===== src/hw/oflow_buffer_pkg.sv =====
// optical flow history buffer definitions
package oflow_buffer_pkg;

	// ----------------------------------------
	// pixel and frame numbering
	// ----------------------------------------
	localparam int PIXEL_WIDTH = 8;                  // one pixel
	localparam int PAIR_WIDTH = 2 * PIXEL_WIDTH;     // even pixel in low byte
	localparam int TOTAL_FRAME_NUM_WIDTH = 8;        // frame serial 0..255
	localparam int MAX_HISTORY_FRAMES = 5;           // number of history slots
	localparam int NUM_OF_HISTORY_FRAMES_WIDTH = 3;  // history count 1..5

	// ----------------------------------------
	// slot geometry
	// ----------------------------------------
	localparam int SLOT_WIDTH = 3;                   // slot index 0..4
	localparam int OFFSET_WIDTH = 7;                 // holds 64 itself
	localparam int ADDR_WIDTH = OFFSET_WIDTH;        // end pointer width
	localparam int SLOT_DEPTH = 64;                  // pixels per slot
	localparam int PAIRS_PER_SLOT = SLOT_DEPTH / 2;  // rows per slot in one bank

	// ----------------------------------------
	// bank geometry
	// ----------------------------------------
	localparam int BANK_ADDR_WIDTH = 8;              // 5 slots x 32 pairs
	localparam int BANK_DEPTH = MAX_HISTORY_FRAMES * PAIRS_PER_SLOT;

endpackage

===== src/hw/oflow_buffer_top.sv =====
// frame history buffer top
module oflow_buffer_top (
	input  logic clk,
	input  logic reset_N,
	// frame handshake
	input  logic frame_req,
	input  logic [oflow_buffer_pkg::TOTAL_FRAME_NUM_WIDTH-1:0] frame_num,
	input  logic [oflow_buffer_pkg::NUM_OF_HISTORY_FRAMES_WIDTH-1:0] num_of_history_frames,
	input  logic [oflow_buffer_pkg::ADDR_WIDTH-1:0] frame_len,
	output logic frame_ack,
	// pixel handshake
	input  logic pix_req,
	input  logic [oflow_buffer_pkg::PAIR_WIDTH-1:0] pix_pair,
	output logic pix_ack,
	// history read port
	input  logic rd_en,
	input  logic [oflow_buffer_pkg::SLOT_WIDTH-1:0] rd_slot,
	input  logic [oflow_buffer_pkg::OFFSET_WIDTH-1:0] rd_offset,
	output logic [oflow_buffer_pkg::PAIR_WIDTH-1:0] rd_data
);

	import oflow_buffer_pkg::*;

	// ----------------------------------------
	// internal nets
	// ----------------------------------------
	logic load_frame;
	logic start_write;
	logic ready_from_core;
	logic done_write;
	logic we;                                   // to core and memory
	logic [PAIR_WIDTH-1:0] held_pair;
	logic [SLOT_WIDTH-1:0] cur_slot;
	logic [ADDR_WIDTH-1:0] end_pointers [MAX_HISTORY_FRAMES];
	logic [OFFSET_WIDTH-1:0] offset_0;
	logic [OFFSET_WIDTH-1:0] offset_1;

	// handshakes and frame sequencing
	oflow_fsm_core u_oflow_fsm_core (
		.clk             (clk),
		.reset_N         (reset_N),
		.frame_req       (frame_req),
		.frame_ack       (frame_ack),
		.pix_req         (pix_req),
		.pix_pair        (pix_pair),
		.pix_ack         (pix_ack),
		.we              (we),
		.done_write      (done_write),
		.load_frame      (load_frame),
		.start_write     (start_write),
		.ready_from_core (ready_from_core),
		.held_pair       (held_pair)
	);

	// slot choice and per slot lengths
	oflow_end_pointer_table u_oflow_end_pointer_table (
		.clk                   (clk),
		.reset_N               (reset_N),
		.load_frame            (load_frame),
		.frame_num             (frame_num),
		.num_of_history_frames (num_of_history_frames),
		.frame_len             (frame_len),
		.cur_slot              (cur_slot),
		.end_pointers          (end_pointers)
	);

	oflow_fsm_buffer_write u_oflow_fsm_buffer_write (
		.clk             (clk),
		.reset_N         (reset_N),
		.cur_slot        (cur_slot),
		.end_pointers    (end_pointers),
		.start_write     (start_write),
		.ready_from_core (ready_from_core),
		.done_write      (done_write),
		.we              (we),
		.offset_0        (offset_0),
		.offset_1        (offset_1)
	);

	// even and odd banks
	oflow_mem_buffer u_oflow_mem_buffer (
		.clk       (clk),
		.we        (we),
		.cur_slot  (cur_slot),
		.offset_0  (offset_0),
		.offset_1  (offset_1),
		.held_pair (held_pair),
		.rd_en     (rd_en),
		.rd_slot   (rd_slot),
		.rd_offset (rd_offset),
		.rd_data   (rd_data)
	);

endmodule


===== src/hw/oflow_mem_buffer.sv =====
// two bank pixel history memory
module oflow_mem_buffer (
	input  logic clk,
	// pair write port
	input  logic we,
	input  logic [oflow_buffer_pkg::SLOT_WIDTH-1:0] cur_slot,
	input  logic [oflow_buffer_pkg::OFFSET_WIDTH-1:0] offset_0,   // even pixel
	input  logic [oflow_buffer_pkg::OFFSET_WIDTH-1:0] offset_1,   // odd pixel
	input  logic [oflow_buffer_pkg::PAIR_WIDTH-1:0] held_pair,
	// read port
	input  logic rd_en,
	input  logic [oflow_buffer_pkg::SLOT_WIDTH-1:0] rd_slot,
	input  logic [oflow_buffer_pkg::OFFSET_WIDTH-1:0] rd_offset,
	output logic [oflow_buffer_pkg::PAIR_WIDTH-1:0] rd_data
);

	import oflow_buffer_pkg::*;

	logic [PIXEL_WIDTH-1:0] even_bank [BANK_DEPTH];
	logic [PIXEL_WIDTH-1:0] odd_bank [BANK_DEPTH];
	logic [BANK_ADDR_WIDTH-1:0] even_addr;
	logic [BANK_ADDR_WIDTH-1:0] odd_addr;
	logic [BANK_ADDR_WIDTH-1:0] rd_addr;

	// bank row = slot * 32 + offset / 2
	function automatic logic [BANK_ADDR_WIDTH-1:0] pair_addr(
		input logic [SLOT_WIDTH-1:0] slot,
		input logic [OFFSET_WIDTH-1:0] offset
	);
		logic [BANK_ADDR_WIDTH-1:0] slot_base;
		slot_base = BANK_ADDR_WIDTH'(slot) * BANK_ADDR_WIDTH'(PAIRS_PER_SLOT);
		pair_addr = slot_base + BANK_ADDR_WIDTH'(offset >> 1);
	endfunction

	assign even_addr = pair_addr(cur_slot, offset_0);
	assign odd_addr = pair_addr(cur_slot, offset_1);   // same row as even
	assign rd_addr = pair_addr(rd_slot, rd_offset);

	// ----------------------------------------
	// write, both pixels in one cycle
	// ----------------------------------------
	always_ff @(posedge clk) begin
		if (we) begin
			even_bank[even_addr] <= held_pair[PIXEL_WIDTH-1:0];
			odd_bank[odd_addr] <= held_pair[PAIR_WIDTH-1:PIXEL_WIDTH];
		end
	end

	// ----------------------------------------
	// read, one cycle latency
	// ----------------------------------------
	always_ff @(posedge clk) begin
		if (rd_en) begin
			rd_data <= {odd_bank[rd_addr], even_bank[rd_addr]};  // even pixel low
		end
	end

endmodule


===== src/hw/oflow_fsm_buffer_write.sv =====
// frame write sequencer
module oflow_fsm_buffer_write (
	input  logic clk,
	input  logic reset_N,
	input  logic [oflow_buffer_pkg::SLOT_WIDTH-1:0] cur_slot,
	input  logic [oflow_buffer_pkg::ADDR_WIDTH-1:0]
		end_pointers [oflow_buffer_pkg::MAX_HISTORY_FRAMES],
	input  logic start_write,          // from core, one cycle after load
	input  logic ready_from_core,      // holding reg has a pair
	output logic done_write,           // pulse back to core
	output logic we,                   // pair write strobe
	output logic [oflow_buffer_pkg::OFFSET_WIDTH-1:0] offset_0,
	output logic [oflow_buffer_pkg::OFFSET_WIDTH-1:0] offset_1
);

	import oflow_buffer_pkg::*;

	typedef enum logic [1:0] {
		idle_st,
		offset_st,
		wait_st
	} wr_state_t;

	wr_state_t state;
	wr_state_t next_state;
	logic [OFFSET_WIDTH-1:0] counter_offset;   // even pixel offset in slot
	logic [ADDR_WIDTH-1:0] end_ptr;
	logic below_end;

	assign end_ptr = end_pointers[cur_slot];   // slot latched at load time
	assign below_end = (counter_offset < end_ptr);

	// ----------------------------------------
	// state reg
	// ----------------------------------------
	always_ff @(posedge clk or negedge reset_N) begin
		if (!reset_N) begin
			state <= idle_st;
		end else begin
			state <= next_state;
		end
	end

	always_comb begin
		next_state = state;
		done_write = 1'b0;
		we = 1'b0;
		case (state)
			idle_st: begin
				if (start_write) begin
					next_state = offset_st;
				end
			end
			offset_st: begin
				if (below_end && ready_from_core) begin
					we = 1'b1;                 // store pair, stay for the next
				end else if (below_end) begin
					next_state = wait_st;      // host is slow
				end else begin
					done_write = 1'b1;         // end pointer reached
					next_state = idle_st;
				end
			end
			wait_st: begin
				if (ready_from_core) begin
					next_state = offset_st;
				end
			end
			default: begin
				next_state = idle_st;
			end
		endcase
	end

	// ----------------------------------------
	// offset counter, steps one pair per write
	// ----------------------------------------
	always_ff @(posedge clk or negedge reset_N) begin
		if (!reset_N) begin
			counter_offset <= '0;
		end else if (state == idle_st) begin
			counter_offset <= '0;
		end else if (we) begin
			counter_offset <= counter_offset + OFFSET_WIDTH'(2);
		end
	end

	assign offset_0 = counter_offset;
	assign offset_1 = counter_offset + OFFSET_WIDTH'(1);  // odd pixel of the pair

endmodule


===== src/hw/oflow_end_pointer_table.sv =====
// history slot end pointers
module oflow_end_pointer_table (
	input  logic clk,
	input  logic reset_N,
	input  logic load_frame,           // one cycle pulse from core
	input  logic [oflow_buffer_pkg::TOTAL_FRAME_NUM_WIDTH-1:0] frame_num,
	input  logic [oflow_buffer_pkg::NUM_OF_HISTORY_FRAMES_WIDTH-1:0] num_of_history_frames,
	input  logic [oflow_buffer_pkg::ADDR_WIDTH-1:0] frame_len,
	output logic [oflow_buffer_pkg::SLOT_WIDTH-1:0] cur_slot,
	output logic [oflow_buffer_pkg::ADDR_WIDTH-1:0]
		end_pointers [oflow_buffer_pkg::MAX_HISTORY_FRAMES]
);

	import oflow_buffer_pkg::*;

	logic [TOTAL_FRAME_NUM_WIDTH-1:0] slot_mod;    // full width remainder
	logic [SLOT_WIDTH-1:0] next_slot;

	// ----------------------------------------
	// slot select
	// ----------------------------------------
	// host keeps the history count in 1..5 so the remainder fits a slot
	assign slot_mod = frame_num % num_of_history_frames;
	assign next_slot = slot_mod[SLOT_WIDTH-1:0];

	always_ff @(posedge clk or negedge reset_N) begin
		if (!reset_N) begin
			cur_slot <= '0;
		end else if (load_frame) begin
			cur_slot <= next_slot;
		end
	end

	// ----------------------------------------
	// end pointer regs
	// ----------------------------------------
	// older slots keep the lengths of the frames still held there
	always_ff @(posedge clk or negedge reset_N) begin
		if (!reset_N) begin
			for (int i = 0; i < MAX_HISTORY_FRAMES; i++) begin
				end_pointers[i] <= '0;
			end
		end else if (load_frame) begin
			for (int i = 0; i < MAX_HISTORY_FRAMES; i++) begin
				if (next_slot == SLOT_WIDTH'(i)) begin
					end_pointers[i] <= frame_len;  // only the selected slot
				end
			end
		end
	end

endmodule


===== src/hw/oflow_fsm_core.sv =====
// frame and pixel handshake control
module oflow_fsm_core (
	input  logic clk,
	input  logic reset_N,
	// frame handshake
	input  logic frame_req,
	output logic frame_ack,
	// pixel handshake
	input  logic pix_req,
	input  logic [oflow_buffer_pkg::PAIR_WIDTH-1:0] pix_pair,
	output logic pix_ack,
	// write fsm side
	input  logic we,                   // pair leaves holding reg this cycle
	input  logic done_write,           // frame fully stored
	output logic load_frame,           // to end pointer table
	output logic start_write,          // kicks the write fsm
	output logic ready_from_core,      // holding reg full
	output logic [oflow_buffer_pkg::PAIR_WIDTH-1:0] held_pair
);

	typedef enum logic [2:0] {
		idle_st,
		load_st,
		write_st,
		ack_st,
		release_st
	} core_state_t;

	core_state_t state;
	core_state_t next_state;
	logic take_pair;                   // latch a new pair into holding reg

	// ----------------------------------------
	// frame fsm
	// ----------------------------------------
	always_ff @(posedge clk or negedge reset_N) begin
		if (!reset_N) begin
			state <= idle_st;
		end else begin
			state <= next_state;
		end
	end

	always_comb begin
		next_state = state;
		case (state)
			idle_st: begin
				if (frame_req) begin           // host values already stable
					next_state = load_st;
				end
			end
			load_st: begin
				next_state = write_st;         // slot and end pointer latched here
			end
			write_st: begin
				if (done_write) begin
					next_state = ack_st;
				end
			end
			ack_st: begin
				if (!frame_req) begin          // ack drops next cycle
					next_state = release_st;
				end
			end
			release_st: begin
				next_state = idle_st;
			end
			default: begin
				next_state = idle_st;
			end
		endcase
	end

	assign load_frame = (state == load_st);
	assign frame_ack = (state == ack_st);

	// start one cycle behind load so the table is settled
	always_ff @(posedge clk or negedge reset_N) begin
		if (!reset_N) begin
			start_write <= 1'b0;
		end else begin
			start_write <= load_frame;
		end
	end

	// ----------------------------------------
	// pixel handshake and holding reg
	// ----------------------------------------
	// only accept while a frame is being written, and only after the
	// previous four-phase cycle has fully returned to zero
	assign take_pair = (state == write_st) && pix_req && !pix_ack && !ready_from_core;

	always_ff @(posedge clk or negedge reset_N) begin
		if (!reset_N) begin
			ready_from_core <= 1'b0;
			pix_ack <= 1'b0;
		end else begin
			if (we) begin
				ready_from_core <= 1'b0;       // pair went to memory
			end else if (take_pair) begin
				ready_from_core <= 1'b1;
			end
			if (we) begin
				pix_ack <= 1'b1;               // ack once the pair is stored
			end else if (pix_ack && !pix_req) begin
				pix_ack <= 1'b0;
			end
		end
	end

	always_ff @(posedge clk) begin
		if (take_pair) begin
			held_pair <= pix_pair;
		end
	end

endmodule


===== config.mk =====
export PLATFORM = sky130hd
export DESIGN_NAME = oflow_buffer_top
export DESIGN_NICKNAME = d
export VERILOG_FILES = /design/src/hw/oflow_buffer_pkg.sv /design/src/hw/oflow_buffer_top.sv /design/src/hw/oflow_mem_buffer.sv /design/src/hw/oflow_fsm_buffer_write.sv /design/src/hw/oflow_end_pointer_table.sv /design/src/hw/oflow_fsm_core.sv
export SDC_FILE = /design/constraint.sdc
export NUM_CORES = 2
export LEC_CHECK = 0
export BUFFER_PORTS_ARGS = -buffer_cell sky130_fd_sc_hd__buf_2
export CORE_MARGIN = 2
export CORE_UTILIZATION = 55
export CTS_CLUSTER_SIZE = 28
export DETAILED_ROUTE_END_ITERATION = 7
export PLACE_DENSITY = 0.71
export SLEW_MARGIN = 20
export SYNTH_ARGS = -nofsm -noshare
export SYNTH_HDL_FRONTEND = slang
export SYNTH_SLANG_ARGS = --single-unit

===== constraint.sdc =====
create_clock -name clk -period 11.5 [get_ports clk]
set_input_delay 1.15 -clock clk [delete_from_list [all_inputs] [get_ports clk]]
set_output_delay 1.15 -clock clk [all_outputs]
set_load 0.01 [all_outputs]

==> reports/qor.csv <==
stage;metric;value;unit
grt;antenna violations before repair;5;
worst_setup_path;R2R Setup Slk;4.96;ns
cts;H-tree depth reported by CTS;5;
floorplanning;I/O pins;67;
routing;iteration-0 DRC count of the detailed router;5717;
grt;global-route wire length before repair;337000;um
final_layout;# nets final;4813;
worst_setup_path;Worst Path Arrival;11.57;ns
worst_setup_path;CP startpoint kind;input pin;
worst_setup_path;Crit. path cell count;49;
timing;Worst-Margin Slew;1.19;ns
final_layout;fillers;12361;
worst_setup_path;Req. time, crit path;12.28;ns
yosys;Mapped Area;104000;um2
timing;Final setup viols;0;
timing;Min Hold Slack;0.337;ns
flow_run;max cap viols;0;
placement;Buffers on Ports;65;
yosys;Post-synth EDFFs;2592;
cts;insertion delay to the later sink of the worst-skew pair;0.93;ns
power_and_ir_drop;Power Density;183;nW/um2
power_and_ir_drop;leakage;0.0359;uW
routing;Routed wire per std cell;31.0;um
timing;Worst Skew;0.0491;ns
worst_setup_path;Critical path buffers and inverters;6;
worst_setup_path;CP top delay family;simple AND/OR/NAND/NOR gates;
grt;grt total ovfl;0;
yosys;Syn Nets;4620;
yosys;Async S/R FF share, synth;0.0197;
final_layout;area grow syn2layout;11.5;%
placement;DPL Wire Length;135000;um
routing;DRC viols;0;
placement;setup slack at placement;-0.309;ns
cts;clock transition at the registers of the reported paths;0.06;ns
cts;Clock Sinks;2644;
floorplanning;Die H;438;um
floorplanning;core box area;188000;um2
timing;final hold vios;0;
cts;Clock Tree Buf Depth;4;
grt;GR Util All Layers;0.242;
placement;global placer's final weighted congestion;0.837;
worst_setup_path;Reg2Reg Depth;14;
worst_hold_path;Hold WC Path Type;in -> async;
cts;TritonCTS clock tree;built;
yosys;sequential element share of the synthesized area;0.763;
yosys;Synth Warn #;0;
final_layout;share of cells above drive strength 1;0.294;
floorplanning;Site Rows;159;
worst_setup_path;CP most frequent cell;ha_1;
cts;root buf cell;clkbuf_16;
power_and_ir_drop;Power Total;21200;uW
timing;Rel. slew slack;0.208;
timing;Highest Clock Rate;0.0927;GHz
run_status;status;completed;
floorplanning;die width;438;um
routing;1st-pass router iterations;5;
yosys;Mapped Cells;4531;
worst_setup_path;crit path max fanout;8;
grt;pin count of the biggest net entering global routing;145;
worst_setup_path;CP Class;in -> reg;
routing;Detailed Route WL;230000;um
timing;crit share post-route;0.938;
routing;Vias;47771;
yosys;Netlist cell types;69;
yosys;most common flop cell mapped by yosys;edfxtp_1;
timing;min Tclk post-route;10.79;ns
worst_setup_path;worst flop-to-flop path startpoint;u_oflow_end_pointer_table.cur_slot[0]$_DFFE_PN0P_;
routing;Routed Antenna Nets;0;
worst_setup_path;CP Capture Type;flop;
floorplanning;Initial Utilization;0.553;
yosys;FF+latch count, synth;2644;
timing;Final WS setup;0.710;ns
power_and_ir_drop;VDD IR max;0.206;mV
worst_setup_path;worst r2r dst;u_oflow_mem_buffer.even_bank[39][3]$_DFFE_PP_;
timing;Pins Over Slew Limit;0;
worst_setup_path;crit path max-delay cell type;mux2i_4;
cts;Post-CTS Setup Bufs;0;
routing;Vias/cell;6.45;
timing;unrepaired setup endpoints after global routing;false;
floorplanning;die area;192000;um2
grt;vias in the first global route;48422;
worst_setup_path;CP peak stage delay;0.43;ns
cts;CTS Buf Count;277;
yosys;Avg Inst Size Synth;22.9;um2
-- cell type report --
cell class / instances / area, um2 / area share
antenna: 1 / 2.50 / 0.0000216
clock buffer: 333 / 7330 / 0.0634
clock inverter: 127 / 981 / 0.00848
inverter: 22 / 86.3 / 0.000746
multi-input combinational: 1605 / 23600 / 0.204
sequential: 2644 / 79100 / 0.684
tap: 2495 / 3120 / 0.0270
timing repair buffer: 174 / 1410 / 0.0122
-- synth_stat cells, drive strengths merged, types with 2 or more instances --
cell / instances / area share
a211o: 2 / 0.00017
a211oi: 24 / 0.0018
a21o: 8 / 0.00058
a21oi: 31 / 0.0015
a2bb2oi: 2 / 0.00023
a31oi: 9 / 0.00054
and2: 6 / 0.00036
and4: 2 / 0.00019
buf: 70 / 0.0028
clkbuf: 190 / 0.0069
dfrtp: 52 / 0.013
edfxtp: 2592 / 0.75
ha: 39 / 0.0047
inv: 22 / 0.00080
mux2: 40 / 0.0051
mux2i: 37 / 0.0042
mux4: 839 / 0.18
nand2: 54 / 0.0020
nand2b: 7 / 0.00042
nand3: 14 / 0.00068
nand3b: 3 / 0.00022
nand4: 5 / 0.00030
nor2: 359 / 0.013
nor2b: 35 / 0.0021
nor3: 14 / 0.00068
nor3b: 7 / 0.00051
o211a: 2 / 0.00019
o21a: 6 / 0.00043
o21ai: 12 / 0.00058
o221ai: 2 / 0.00017
o32ai: 2 / 0.00017
or2: 3 / 0.00018
or3: 5 / 0.00030
xnor2: 8 / 0.00068
xor2: 4 / 0.00034
-- per-layer routing --
| layer | GRT usage | share of wire | up-vias |
|---|---|---|---|
| met5 | 0 | 0 | - |
| met4 | 0.0734 | 0.029 | 0 |
| met3 | 0.0538 | 0.090 | 357 |
| met2 | 0.376 | 0.48 | 2342 |
| met1 | 0.350 | 0.40 | 25537 |
| li1 | - | - | 19535 |
-- worst max path at each step --
stage	startpoint	endpoint	slack [ns]
2_1_floorplan	num_of_history_frames[0]	u_oflow_end_pointer_table.end_pointers[14]$_DFFE_PN0P_	0.04
3_3_place_gp	num_of_history_frames[0]	u_oflow_end_pointer_table.end_pointers[31]$_DFFE_PN0P_	-0.08
3_5_place_dp	num_of_history_frames[0]	u_oflow_end_pointer_table.end_pointers[18]$_DFFE_PN0P_	-0.31
4_1_cts	num_of_history_frames[0]	u_oflow_end_pointer_table.end_pointers[19]$_DFFE_PN0P_	0.65
5_1_grt	num_of_history_frames[0]	u_oflow_end_pointer_table.end_pointers[28]$_DFFE_PN0P_	0.03
6_report	num_of_history_frames[0]	u_oflow_end_pointer_table.end_pointers[19]$_DFFE_PN0P_	0.71
-- worst register-to-register path: cells and delay by family, from the launching register on --
| family | cells | cell delay, ns |
|---|---|---|
| adders and majority gates | 1 | 0.25 |
| AOI/OAI and AO/OA | 7 | 1.32 |
| and+or+nand+nor | 5 | 3.15 |
| DFF | 1 | 0.82 |
| muxes | 1 | 0.61 |
-- where the power goes --
part | switching, uW | total (uW) | leakage, uW | internal, uW
sequential | 95.3 | 10900 | 0.0240 | 10900
clock | 3490 | 8350 | 0.00408 | 4860
combinational | 1140 | 1920 | 0.00784 | 777
-- layout by cell type, fill, tap and decap left out, types with 8 or more instances in the layout --
cell type / n
nand3_1: 13
bufinv_16: 16
clkbuf_1: 46
mux4_2: 839
a21oi_1: 28
buf_12: 14
nor3_1: 13
clkinv_2: 38
buf_4: 92
clkbuf_16: 285
a211oi_1: 22
nor2_1: 359
mux2_2: 19
nand2_2: 9
edfxtp_1: 2592
o21ai_0: 11
buf_2: 60
dfrtp_1: 52
nor2b_1: 34
clkinv_1: 65
inv_1: 21
mux2i_1: 30
a31oi_1: 9
a21o_1: 8
ha_1: 38
nand2_1: 45
mux2_4: 21
-- per-stage QoR --
stage                util  cells  cell area [um2]  setup TNS, ns
CTS                 0.616   7396           116000              0
finish              0.617   7401           116000              0
detailed placement  0.572   6936           107000          -9.48
global placement    0.572   6935           107000          -1.59
floorplan               -   4531           104000              0
global route        0.617   7401           116000              0
-- state kept, by name, summed over array words and instances (netlist names) --
name                                    count
u_oflow_mem_buffer.rd_data                 16
u_oflow_fsm_core.ready_from_core            1
u_oflow_end_pointer_table.cur_slot          3
u_oflow_fsm_core.held_pair                 16
u_oflow_fsm_core.start_write                1
u_oflow_mem_buffer.odd_bank              1280
u_oflow_fsm_core.state                      3
u_oflow_fsm_core.pix_ack                    1
u_oflow_mem_buffer.even_bank             1280
u_oflow_fsm_buffer_write.offset_0           6
u_oflow_fsm_buffer_write.state              2
u_oflow_end_pointer_table.end_pointers     35
-- logic make-up (layout without fill, tap and decap cells) --
| group | after synthesis | in the layout | share of synthesized area |
|---|---|---|---|
| buf+inv | 282 | 656 | 0.0105 |
| xor+xnor | 12 | 12 | 0.00101 |
| fa+ha+maj | 41 | 41 | 0.00499 |
| other cells | 0 | 1 | 0 |
| simple gates | 522 | 522 | 0.0217 |
| flops | 2644 | 2644 | 0.763 |
| compound gates | 114 | 114 | 0.00781 |
| mux | 916 | 916 | 0.191 |
-- timing repair --
action / in CTS / in global routing
hold buffers: 0 / 0
gates resized for setup: 0 / 2
endpoints found under the hold margin: 0 / 0
setup endpoints to repair: 0 / 35
Power figures use the tool's default switching activity.
